==> src/include/bus_bridge_settings.svh <==
// bus bridge width and frame constants, included by the RTL and the testbench
`ifndef BUS_BRIDGE_SETTINGS_SVH
`define BUS_BRIDGE_SETTINGS_SVH

// cpu address and data width
`define BUS_WIDTH 32

// width of uo_out, uio_in and uio_out
`define PIN_WIDTH 8

// clock cycles in one bus frame
//   0      step
//   1..4   address and write data bytes
//   5      write flag
//   6..9   read bytes
`define FRAME_PHASES 10

`define RESET_PC 0  // first fetch address

`endif

==> src/bus_bridge_pkg.sv <==
// shared types and opcodes of the bus bridge, referenced by scoped name from the RTL
`include "bus_bridge_settings.svh"

package bus_bridge_pkg;

  // one bus word, used for address, data and instruction
  typedef logic [`BUS_WIDTH-1:0] word_t;

  typedef logic [`PIN_WIDTH-1:0] pin_byte_t;  // one pin group value

  // frame phase, 0 to FRAME_PHASES-1
  typedef logic [3:0] phase_t;

  typedef logic [1:0] byte_sel_t;  // byte lane of a word, lsb first

  // cpu sequencing
  typedef enum logic {
    CPU_FETCH,  // read instruction at pc
    CPU_STORE   // write accumulator to the sta target
  } cpu_state_e;

  // instruction layout
  //   [31:28] opcode
  //   [27:0]  immediate, zero extended
  localparam logic [3:0] OP_LDI  = 4'd0;  // acc = imm
  localparam logic [3:0] OP_ADDI = 4'd1;  // acc = acc + imm
  localparam logic [3:0] OP_STA  = 4'd2;  // mem[imm] = acc
  localparam logic [3:0] OP_JMP  = 4'd3;  // pc = imm

  localparam int OPCODE_MSB = 31;
  localparam int OPCODE_LSB = 28;
  localparam int IMM_WIDTH  = 28;

endpackage

==> src/cpu_bus_if.sv <==
// one cpu bus transaction between the cpu core and the bridge datapath
`timescale 1ns/1ns

interface cpu_bus_if;

  // driven by the cpu, held between step pulses
  bus_bridge_pkg::word_t addr;
  bus_bridge_pkg::word_t wdata;
  logic                  write;

  // driven by the bridge
  bus_bridge_pkg::word_t rdata;  // valid when step is high
  logic                  step;   // one cycle, ends the frame

  modport cpu (
    output addr,
    output wdata,
    output write,
    input  rdata,
    input  step
  );

  modport bridge (
    input  addr,
    input  wdata,
    input  write,
    output rdata,
    output step
  );

endinterface

==> src/bus_phase_ctrl.sv <==
// frame phase counter of the bus bridge, decodes the byte select and the phase strobes
`timescale 1ns/1ns
`include "bus_bridge_settings.svh"

module bus_phase_ctrl (
  input  logic                      clk,
  input  logic                      reset,
  output bus_bridge_pkg::byte_sel_t byte_sel,
  output logic                      addr_out_en,  // phases 1..4
  output logic                      flag_out_en,  // phase 5
  output logic                      capture_en,   // phases 6..9
  output logic                      step          // phase 0, not in the first frame
);

  localparam bus_bridge_pkg::phase_t PH_LAST = bus_bridge_pkg::phase_t'(`FRAME_PHASES - 1);
  localparam bus_bridge_pkg::phase_t PH_OUT  = 4'd1;  // first address byte
  localparam bus_bridge_pkg::phase_t PH_FLAG = 4'd5;
  localparam bus_bridge_pkg::phase_t PH_CAP  = 4'd6;  // first read byte

  bus_bridge_pkg::phase_t phase;
  logic                   started;  // a full frame has run since reset

  always_ff @(posedge clk) begin
    if (reset) begin
      phase   <= '0;
      started <= 1'b0;
    end else begin
      if (phase == PH_LAST) begin
        phase   <= '0;
        started <= 1'b1;
      end else begin
        phase <= phase + 4'd1;
      end
    end
  end

  // strobes straight from the phase
  assign addr_out_en = (phase >= PH_OUT) && (phase < PH_FLAG);
  assign flag_out_en = (phase == PH_FLAG);
  assign capture_en  = (phase >= PH_CAP);
  assign step        = (phase == '0) && started;

  // byte lane for the output and capture phases
  always_comb begin
    byte_sel = '0;
    if (addr_out_en) begin
      byte_sel = bus_bridge_pkg::byte_sel_t'(phase - PH_OUT);
    end else if (capture_en) begin
      byte_sel = bus_bridge_pkg::byte_sel_t'(phase - PH_CAP);
    end
  end

endmodule

==> src/addr_data_serializer.sv <==
// drives the registered pin outputs with address bytes, write data bytes and the write flag
`timescale 1ns/1ns
`include "bus_bridge_settings.svh"

module addr_data_serializer (
  input  logic                      clk,
  input  logic                      reset,
  cpu_bus_if.bridge                 bus,
  input  bus_bridge_pkg::byte_sel_t byte_sel,
  input  logic                      addr_out_en,
  input  logic                      flag_out_en,
  output bus_bridge_pkg::pin_byte_t uo_out,
  output bus_bridge_pkg::pin_byte_t uio_out,
  output bus_bridge_pkg::pin_byte_t uio_oe
);

  bus_bridge_pkg::pin_byte_t addr_byte;
  bus_bridge_pkg::pin_byte_t data_byte;

  // current lane of the held transaction
  always_comb begin
    addr_byte = bus.addr[byte_sel*`PIN_WIDTH +: `PIN_WIDTH];
    data_byte = bus.wdata[byte_sel*`PIN_WIDTH +: `PIN_WIDTH];
    if (!bus.write) begin
      data_byte = '0;  // reads keep uio quiet
    end
  end

  // outputs show a phase's byte in the cycle after it
  always_ff @(posedge clk) begin
    if (reset) begin
      uo_out  <= '0;
      uio_out <= '0;
      uio_oe  <= '0;
    end else if (addr_out_en) begin
      uo_out  <= addr_byte;
      uio_out <= data_byte;
      // uio turns to output only while write bytes are shown
      uio_oe  <= {`PIN_WIDTH{bus.write}};
    end else if (flag_out_en) begin
      uo_out  <= bus_bridge_pkg::pin_byte_t'(bus.write);  // 1 = write
      uio_out <= '0;
      uio_oe  <= '0;
    end else begin
      // read and step phases
      uo_out  <= '0;
      uio_out <= '0;
      uio_oe  <= '0;
    end
  end

endmodule

==> src/read_word_assembler.sv <==
// collects the four read bytes from the bidirectional pins into the cpu read word
`timescale 1ns/1ns
`include "bus_bridge_settings.svh"

module read_word_assembler (
  input  logic                      clk,
  input  logic                      reset,
  cpu_bus_if.bridge                 bus,
  input  bus_bridge_pkg::byte_sel_t byte_sel,
  input  logic                      capture_en,
  input  bus_bridge_pkg::pin_byte_t uio_in
);

  // lane 0 arrives first, so the word builds up little endian
  always_ff @(posedge clk) begin
    if (reset) begin
      bus.rdata <= '0;
    end else if (capture_en) begin
      bus.rdata[byte_sel*`PIN_WIDTH +: `PIN_WIDTH] <= uio_in;
    end
  end

endmodule

==> src/cpu_core.sv <==
// accumulator cpu that presents one bus transaction per frame and advances on step
`timescale 1ns/1ns
`include "bus_bridge_settings.svh"

module cpu_core (
  input  logic   clk,
  input  logic   reset,
  cpu_bus_if.cpu bus
);

  bus_bridge_pkg::word_t      pc;
  bus_bridge_pkg::word_t      acc;
  bus_bridge_pkg::word_t      store_addr;  // target of the pending sta
  bus_bridge_pkg::cpu_state_e state;

  logic [3:0]            opcode;
  bus_bridge_pkg::word_t imm;

  // decode straight off the read word
  assign opcode = bus.rdata[bus_bridge_pkg::OPCODE_MSB:bus_bridge_pkg::OPCODE_LSB];
  assign imm    = bus_bridge_pkg::word_t'(bus.rdata[bus_bridge_pkg::IMM_WIDTH-1:0]);

  // transaction follows the state, so it is steady between steps
  assign bus.write = (state == bus_bridge_pkg::CPU_STORE);
  assign bus.addr  = bus.write ? store_addr : pc;
  assign bus.wdata = acc;

  always_ff @(posedge clk) begin
    if (reset) begin
      pc    <= bus_bridge_pkg::word_t'(`RESET_PC);
      acc   <= '0;
      state <= bus_bridge_pkg::CPU_FETCH;
    end else if (bus.step) begin
      if (state == bus_bridge_pkg::CPU_STORE) begin
        // write done, resume after the sta
        state <= bus_bridge_pkg::CPU_FETCH;
        pc    <= pc + 1'b1;
      end else begin
        case (opcode)
          bus_bridge_pkg::OP_LDI: begin
            acc <= imm;
            pc  <= pc + 1'b1;
          end
          bus_bridge_pkg::OP_ADDI: begin
            acc <= acc + imm;
            pc  <= pc + 1'b1;
          end
          bus_bridge_pkg::OP_STA: begin
            state <= bus_bridge_pkg::CPU_STORE;  // pc moves on after the write
          end
          bus_bridge_pkg::OP_JMP: begin
            pc <= imm;
          end
          default: begin
            pc <= pc + 1'b1;  // no-op
          end
        endcase
      end
    end
  end

  // store address only matters in CPU_STORE
  always_ff @(posedge clk) begin
    if (bus.step && (state == bus_bridge_pkg::CPU_FETCH) &&
        (opcode == bus_bridge_pkg::OP_STA)) begin
      store_addr <= imm;
    end
  end

endmodule

==> src/bus_bridge_top.sv <==
// top level of the pin multiplexed bus bridge with the cpu, memory sits outside on the pins
`timescale 1ns/1ns

module bus_bridge_top (
  input  logic                      clk,
  input  logic                      reset,
  input  bus_bridge_pkg::pin_byte_t uio_in,   // read bytes from memory
  output bus_bridge_pkg::pin_byte_t uo_out,   // address bytes, then write flag
  output bus_bridge_pkg::pin_byte_t uio_out,  // write data bytes
  output bus_bridge_pkg::pin_byte_t uio_oe    // all ones while driving uio
);

  bus_bridge_pkg::byte_sel_t byte_sel;
  logic                      addr_out_en;
  logic                      flag_out_en;
  logic                      capture_en;
  logic                      step;

  cpu_bus_if bus ();

  assign bus.step = step;

  bus_phase_ctrl u_ctrl (
    .clk         (clk),
    .reset       (reset),
    .byte_sel    (byte_sel),
    .addr_out_en (addr_out_en),
    .flag_out_en (flag_out_en),
    .capture_en  (capture_en),
    .step        (step)
  );

  addr_data_serializer u_serializer (
    .clk         (clk),
    .reset       (reset),
    .bus         (bus.bridge),
    .byte_sel    (byte_sel),
    .addr_out_en (addr_out_en),
    .flag_out_en (flag_out_en),
    .uo_out      (uo_out),
    .uio_out     (uio_out),
    .uio_oe      (uio_oe)
  );

  read_word_assembler u_assembler (
    .clk        (clk),
    .reset      (reset),
    .bus        (bus.bridge),
    .byte_sel   (byte_sel),
    .capture_en (capture_en),
    .uio_in     (uio_in)
  );

  cpu_core u_cpu (
    .clk   (clk),
    .reset (reset),
    .bus   (bus.cpu)
  );

endmodule

==> config.mk <==
export PLATFORM = sky130hd
export DESIGN_NAME = bus_bridge_top
export DESIGN_NICKNAME = d
export VERILOG_FILES = /design/src/bus_bridge_pkg.sv /design/src/cpu_bus_if.sv /design/src/bus_phase_ctrl.sv /design/src/addr_data_serializer.sv /design/src/read_word_assembler.sv /design/src/cpu_core.sv /design/src/bus_bridge_top.sv
export VERILOG_INCLUDE_DIRS = /design/src /design/src/include
export SDC_FILE = /design/constraint.sdc
export NUM_CORES = 1
export LEC_CHECK = 0
export ABC_CLOCK_PERIOD_IN_PS = 8900
export BUFFER_PORTS_ARGS = -buffer_cell sky130_fd_sc_hd__buf_2
export CAP_MARGIN = 5
export CORE_MARGIN = 4
export CORE_UTILIZATION = 55
export CTS_BUF_LIST = sky130_fd_sc_hd__clkbuf_16
export DETAILED_ROUTE_END_ITERATION = 12
export PLACE_DENSITY_LB_ADDON = 0.12
export SYNTH_ARGS = -nofsm -noshare
export SYNTH_HDL_FRONTEND = slang
export SYNTH_SLANG_ARGS = --single-unit
==> constraint.sdc <==
create_clock -name clk -period 8.9 [get_ports clk]
set_input_delay 0.89 -clock clk [delete_from_list [all_inputs] [get_ports clk]]
set_output_delay 0.89 -clock clk [all_outputs]
set_load 0.05 [all_outputs]
==> out/metrics.yaml, run 1 <==
status: "finished clean"
fin_crit_ns: 3.48
cts_buffers: 17
clk_latency_ns: 0.42
cts.repair.resized: 0
placed_area_mm2: 0.00870
drive_gt1_frac: 0.109
ios: 34
netlist_top_cells_count: "dfxtp_1 (119), nand2_1 (118), nor2_1 (110)"
place_ws_ns: 5.51
hpwlAfterDp_mm: 17.1
core-area_mm2: 0.0152
ys.flop_type: "dfxtp_1"
grt_first_pass_wirelength_mm: 38.2
drc: 0
p_clk_frac: 0.471
via_per_inst: 6.33
drv_slew: 0
fmax_mhz: 287
tns_ns: 0
crit_family: "simple AND/OR/NAND/NOR gates"
comb_power_share: 0.074
swShare: 0.237
worstSetupEndpointType: "flop"
maxCapViolCount: 0
path_clk_slew_ns: 0.06
worst_slew_pin_slew_ns: 0.987
path_class: "flop to flop"
clockBufferDepth: 2
numPortBuffers: 33
dr.pass1.iters: 5
ys_ff_latch: 147
cp.buffers_inverters: 3
slew_headroom: 0.340
start_kind: "flop"
grt_max_degree: 70
synth_cell_types: 76
vdd_drop_max_mv: 0.156
yosys-top-cells-area: "dfxtp_1 (28%), edfxtp_1 (9.8%), a21oi_1 (5.8%)"
routedWlPerCell_um: 20.1
power_leakage_uw: 0.00325
root_buffer: "clkbuf_16"
insertedDiodeCount: 0
syn_inst: 1002
cp.required_ns: 9.25
cellPowerDensity_mw_per_mm2: 162
die_area_mm2: 0.0176
multiInputGateArea_mm2: 0.00493
slowest_stage: "nor2b_1"
rsz0062_at_grt: "no"
via_count: 7538
max_stage_delay_ns: 0.58
crit_fanout: 25
async_flop_share: 0
start_util: 0.563
synth_area_per_cell_um2: 8.54
cts-hold-fix-buffers: 0
routed_wl_mm: 23.9
p_switching_uw: 356
post_cts_buffers: 0
setup_slack_ns: 5.42
fillers: 1335
yosysWarnings: 0
die_w_um: 133
fin_worst_skew_ns: 0.0104
place_congestion: 0.867
fin_area_mm2: 0.00928
yosysSeqAreaShare: 0.376
seqPwrFrac: 0.455
setup_violations: 0
synth_edf_count: 28
synth.top_cell.area_share: 0.278
htree_levels: 4
arrival_ns: 3.83
synth_most_common_cell: "dfxtp_1"
ff_latch_area_mm2: 0.00322
period_share: 0.391
area_delta_synth_final_pct: 8.33
worstHoldPathType: "flop to flop"
antenna_found_initial: 0
clkSinkCount: 147
syn_area_mm2: 0.00856
final_antenna_net_count: 0
synth_top_area_cell: "dfxtp_1"
track_usage: 0.274
cts_tree: "built"
grt-ovfl-total: 0
die_h_um: 133
intPower_uw: 1150
grt_pass1_vias: 6874
row_count: 45
drt_iter0_markers: 783
cp_cell_sequence: "inv_1 > ha_1 > nor3b_1 > or3_4 > o22ai_2 > buf_4 > inv_1 > ha_1 > nor2b_1 > nand3_1 > a21oi_1"
synth_fp_nets: 1050
nets: 1038
final_hold_viol_count: 0
## state kept, by name, indices dropped and copies added (netlist names)
register,flops
u_assembler.bus.rdata,32
u_cpu.bus.wdata,32
u_cpu.pc,32
u_cpu.store_addr,28
u_serializer.uio_out,8
u_serializer.uo_out,8
u_ctrl.phase,4
u_cpu.bus.write,1
u_ctrl.started,1
u_serializer.uio_oe,1
## metrics by stage
| step | total power (µW) | hold WS [ns] | utilization | cells |
|---|---|---|---|---|
| final | 1500 | 0.484 | 0.610 | 1191 |
| after global routing | 1550 | 0.502 | 0.610 | 1191 |
| after CTS | 1510 | 0.484 | 0.610 | 1191 |
| after detailed placement | 809 | 0.458 | 0.572 | 1159 |
| after global placement | 808 | 0.464 | 0.572 | 1159 |
| after floorplan | 788 | 0.441 | - | 1002 |
## power groups by stage
| stage | Sequential (µW) | Combinational (µW) | Clock (µW) |
|---|---|---|---|
| after floorplan | 706 | 82.3 | 0 |
| after global placement | 699 | 109 | 0 |
| after detailed placement | 699 | 110 | 0 |
| after CTS | 685 | 110 | 714 |
| after global routing | 685 | 119 | 743 |
| final | 685 | 111 | 708 |
## tightest hold or removal path: cells and delay by family, from the launching register on
kind / cells / cell delay (ns)
AOI/OAI and AO/OA: 1 / 0.05
DFF: 1 / 0.33
and+or+nand+nor: 1 / 0.06
## placed cells by master, fill, tap and decap left out, types with 19 or more instances in the layout
master	synthesis	layout
nand2_1	118	118
dfxtp_1	119	119
ha_1	37	37
buf_2	11	32
o21ai_0	46	46
mux4_2	20	20
a21oi_1	99	99
nor3_1	23	21
edfxtp_1	28	28
a22oi_1	21	21
nand3_1	37	37
a211oi_1	23	23
nor2_1	110	109
inv_1	19	21
nand4_1	19	19
## logic make-up (layout without fill, tap and decap cells)
family | after synthesis | count (layout) | share of synthesized area
adder cells (fa/ha/maj) | 38 | 38 | 0.0564
multiplexers | 31 | 31 | 0.0678
XOR/XNOR | 24 | 24 | 0.0246
flip-flops | 147 | 147 | 0.376
AO/OA/AOI/OAI | 281 | 281 | 0.208
AND/OR/NAND/NOR | 388 | 388 | 0.217
buffers and inverters | 93 | 94 | 0.0495
## metal layers
metal / vias to the layer above / part of all wire / track usage
li1: 3643 / - / -
met1: 3541 / 0.46 / 0.407
met2: 325 / 0.43 / 0.397
met3: 29 / 0.088 / 0.0646
met4: 0 / 0.023 / 0.0837
met5: - / 0 / 0
## worst paths after layout
path                             start                   endpoint  slack, ns  cells after the start
min reg2reg  u_assembler.bus.rdata[31]  u_assembler.bus.rdata[31]       0.48                      2
max reg2reg            u_ctrl.phase[0]  u_assembler.bus.rdata[30]       5.42                     11
max                    u_ctrl.phase[0]  u_assembler.bus.rdata[30]       5.42                     11
min          u_assembler.bus.rdata[31]  u_assembler.bus.rdata[31]       0.48                      2
## layout make-up
cell class	count	area share
clock inverters	15	0.0161
flip-flops and latches	147	0.347
multi-input cells	762	0.531
inverters	20	0.00863
well taps	188	0.0254
repair buffers	42	0.0254
clock buffers	17	0.0459
Note: power is estimated with default switching activity, not from simulation.
==> inputs of run 2 (changes only) <==
- ABC_CLOCK_PERIOD_IN_PS: 8900 -> 3150
- clock period: 8.9 -> 3.15 ns (I/O delays scaled with it)
==> run 2 against run 1 <==
Compared with the run above:
- die area unchanged
- first-iteration DRC count rose by 17%
- sequential share of layout area down 0.94 points
- via count is 4.3% higher
- maximum frequency is 20% higher
- non-clock buffer count rose by 26
- sequential power rose to 2.8 times the previous value
- cell count increased by 2.2%
- design area grew 2.8%
- clock skew increased by 0.00081 ns
- critical path depth did not move
- combinational power rose to 3.1 times the previous value
==> out/metrics.yaml, run 2 (synthesized netlist as in run 1, its figures left out) <==
status: "finished clean"
htree_levels: 4  # unchanged
period_share: 0.920  # +0.529
die_h_um: 133  # unchanged
worstHoldPathType: "input port to flop"
root_buffer: "clkbuf_16"
ff_latch_area_mm2: 0.00322  # unchanged
setup_violations: 0  # unchanged
clk_latency_ns: 0.43  # about the same
routedWlPerCell_um: 20.6  # +2.4%
vdd_drop_max_mv: 0.477  # +210%
maxCapViolCount: 0  # unchanged
rsz0062_at_grt: "no"
tns_ns: 0  # unchanged
final_antenna_net_count: 0  # unchanged
grt-ovfl-total: 0  # unchanged
drv_slew: 0  # unchanged
cp_cell_sequence: "inv_1 > ha_1 > nor3b_1 > or3_4 > mux2_8 > ha_1 > buf_4 > nor2b_1 > buf_4 > nand3_1 > a21oi_1"
drc: 0  # unchanged
worst_slew_pin_slew_ns: 0.818  # -0.169 ns
insertedDiodeCount: 0  # unchanged
dr.pass1.iters: 6  # +1
fin_worst_skew_ns: 0.0112  # +0.000810 ns
start_kind: "flop"
routed_wl_mm: 25.0  # +4.6%
numPortBuffers: 33  # unchanged
start_util: 0.563  # unchanged
row_count: 45  # unchanged
place_congestion: 0.936  # +8.0%
clockBufferDepth: 2  # unchanged
slew_headroom: 0.453  # +0.113
drive_gt1_frac: 0.139  # +0.0303
final_hold_viol_count: 0  # unchanged
final_cell_mix: "dfxtp_1 (119), nand2_1 (118), nor2_1 (109)"
slowest_stage: "dfxtp_1"
fillers: 1332  # -0.22%
antenna_found_initial: 0  # unchanged
ios: 34  # unchanged
fin_crit_ns: 2.90  # -0.581 ns
grt_pass1_vias: 7008  # +1.9%
via_per_inst: 6.46  # +2.1%
placed_area_mm2: 0.00893  # +2.6%
die_area_mm2: 0.0176  # unchanged
final_common_cell: "dfxtp_1"
clkSinkCount: 147  # unchanged
fmax_mhz: 345  # +20%
worstSetupEndpointType: "flop"
cp.required_ns: 3.50  # -5.75 ns
cts_buffers: 17  # unchanged
hpwlAfterDp_mm: 18.4  # +8.1%
nets: 1064  # +2.5%
die_w_um: 133  # unchanged
multiInputGateArea_mm2: 0.00494  # +0.33%
arrival_ns: 3.25  # -0.58 ns
track_usage: 0.286  # +0.0120
drt_iter0_markers: 915  # +17%
path_clk_slew_ns: 0.06  # about the same
cts_tree: "built"
grt_max_degree: 60  # -14%
grt_first_pass_wirelength_mm: 39.7  # +3.9%
fin_total_pwr_uw: 4340  # +190%
area_delta_synth_final_pct: 11.3
via_count: 7862  # +4.3%
max_stage_delay_ns: 0.45  # -0.13 ns
power_leakage_uw: 0.00341  # +4.9%
path_class: "flop to flop"
core-area_mm2: 0.0152  # unchanged
fin_area_mm2: 0.00953  # +2.8%
crit_fanout: 10  # -60%
cellPowerDensity_mw_per_mm2: 455  # +180%
==> run 2: cell types whose count changed in the layout (fill, tap and decap cells not counted), moves of 2 or more <==
cell,delta
clkinv_4,+2
inv_1,-2
clkinvlp_4,-3
inv_4,+2
clkinv_2,+4
buf_4,+24
clkinv_1,-4
buf_12,+2
==> run 2: layer usage <==
layer / global-route usage / share of wire / vias to the layer above
li1: - / - / 3707
met1: 0.422 / 0.46 / 3773
met2: 0.426 / 0.44 / 343
met3: 0.0582 / 0.083 / 39
met4: 0.0831 / 0.018 / 0
met5: 0 / 0 / -
==> run 2: final cells by class <==
| type | count | area share |
|---|---|---|
| clock buffers | 17 | 0.0446 |
| clock inverters | 15 | 0.0171 |
| inverters | 20 | 0.00919 |
| multi-input cells | 762 | 0.519 |
| flip-flops and latches | 147 | 0.338 |
| well taps | 188 | 0.0247 |
| repair buffers | 68 | 0.0478 |
==> run 2: worst paths after layout <==
path,startpoint,endpoint,slack (ns),cells past startpoint
worst max-delay path,u_ctrl.phase[1],u_assembler.bus.rdata[31],0.25,11
worst max register to register,u_ctrl.phase[1],u_assembler.bus.rdata[31],0.25,11
worst min register to register,u_ctrl.phase[0],u_ctrl.phase[0],0.45,1
worst min-delay path,uio_in[3],u_assembler.bus.rdata[27],0.21,3
==> run 2: timing repair <==
| action | in CTS | in global routing |
|---|---|---|
| setup endpoints to repair | 0 | 8 |
| hold buffers | 0 | 0 |
| resized for setup | 0 | 4 |
| setup buffers | 0 | 1 |
==> run 2: critical path, delay by kind of cell, from the launching register on <==
kind | cells | cell delay [ns]
multiplexers | 1 | 0.38
adder cells (fa/ha/maj) | 2 | 0.54
AO/OA/AOI/OAI | 1 | 0.16
flip-flops | 1 | 0.45
AND/OR/NAND/NOR | 4 | 0.80
buffers and inverters | 3 | 0.46
==> run 2: stage by stage <==
step                       util  instances  hold WS [ns]  setup slack [ns]
final                     0.627       1217         0.208             0.252
after global routing      0.627       1217         0.206            0.0379
after CTS                 0.626       1216         0.189             0.119
after detailed placement  0.587       1184         0.448             0.129
after global placement    0.587       1184         0.440             0.218
after floorplan               -       1002         0.441            0.0713
==> run 2: power by group <==
part	leakage [µW]	internal [µW]	switching, µW
sequential	0.00118	1920	11.8
clock	0.000299	1240	822
combinational	0.00193	120	229
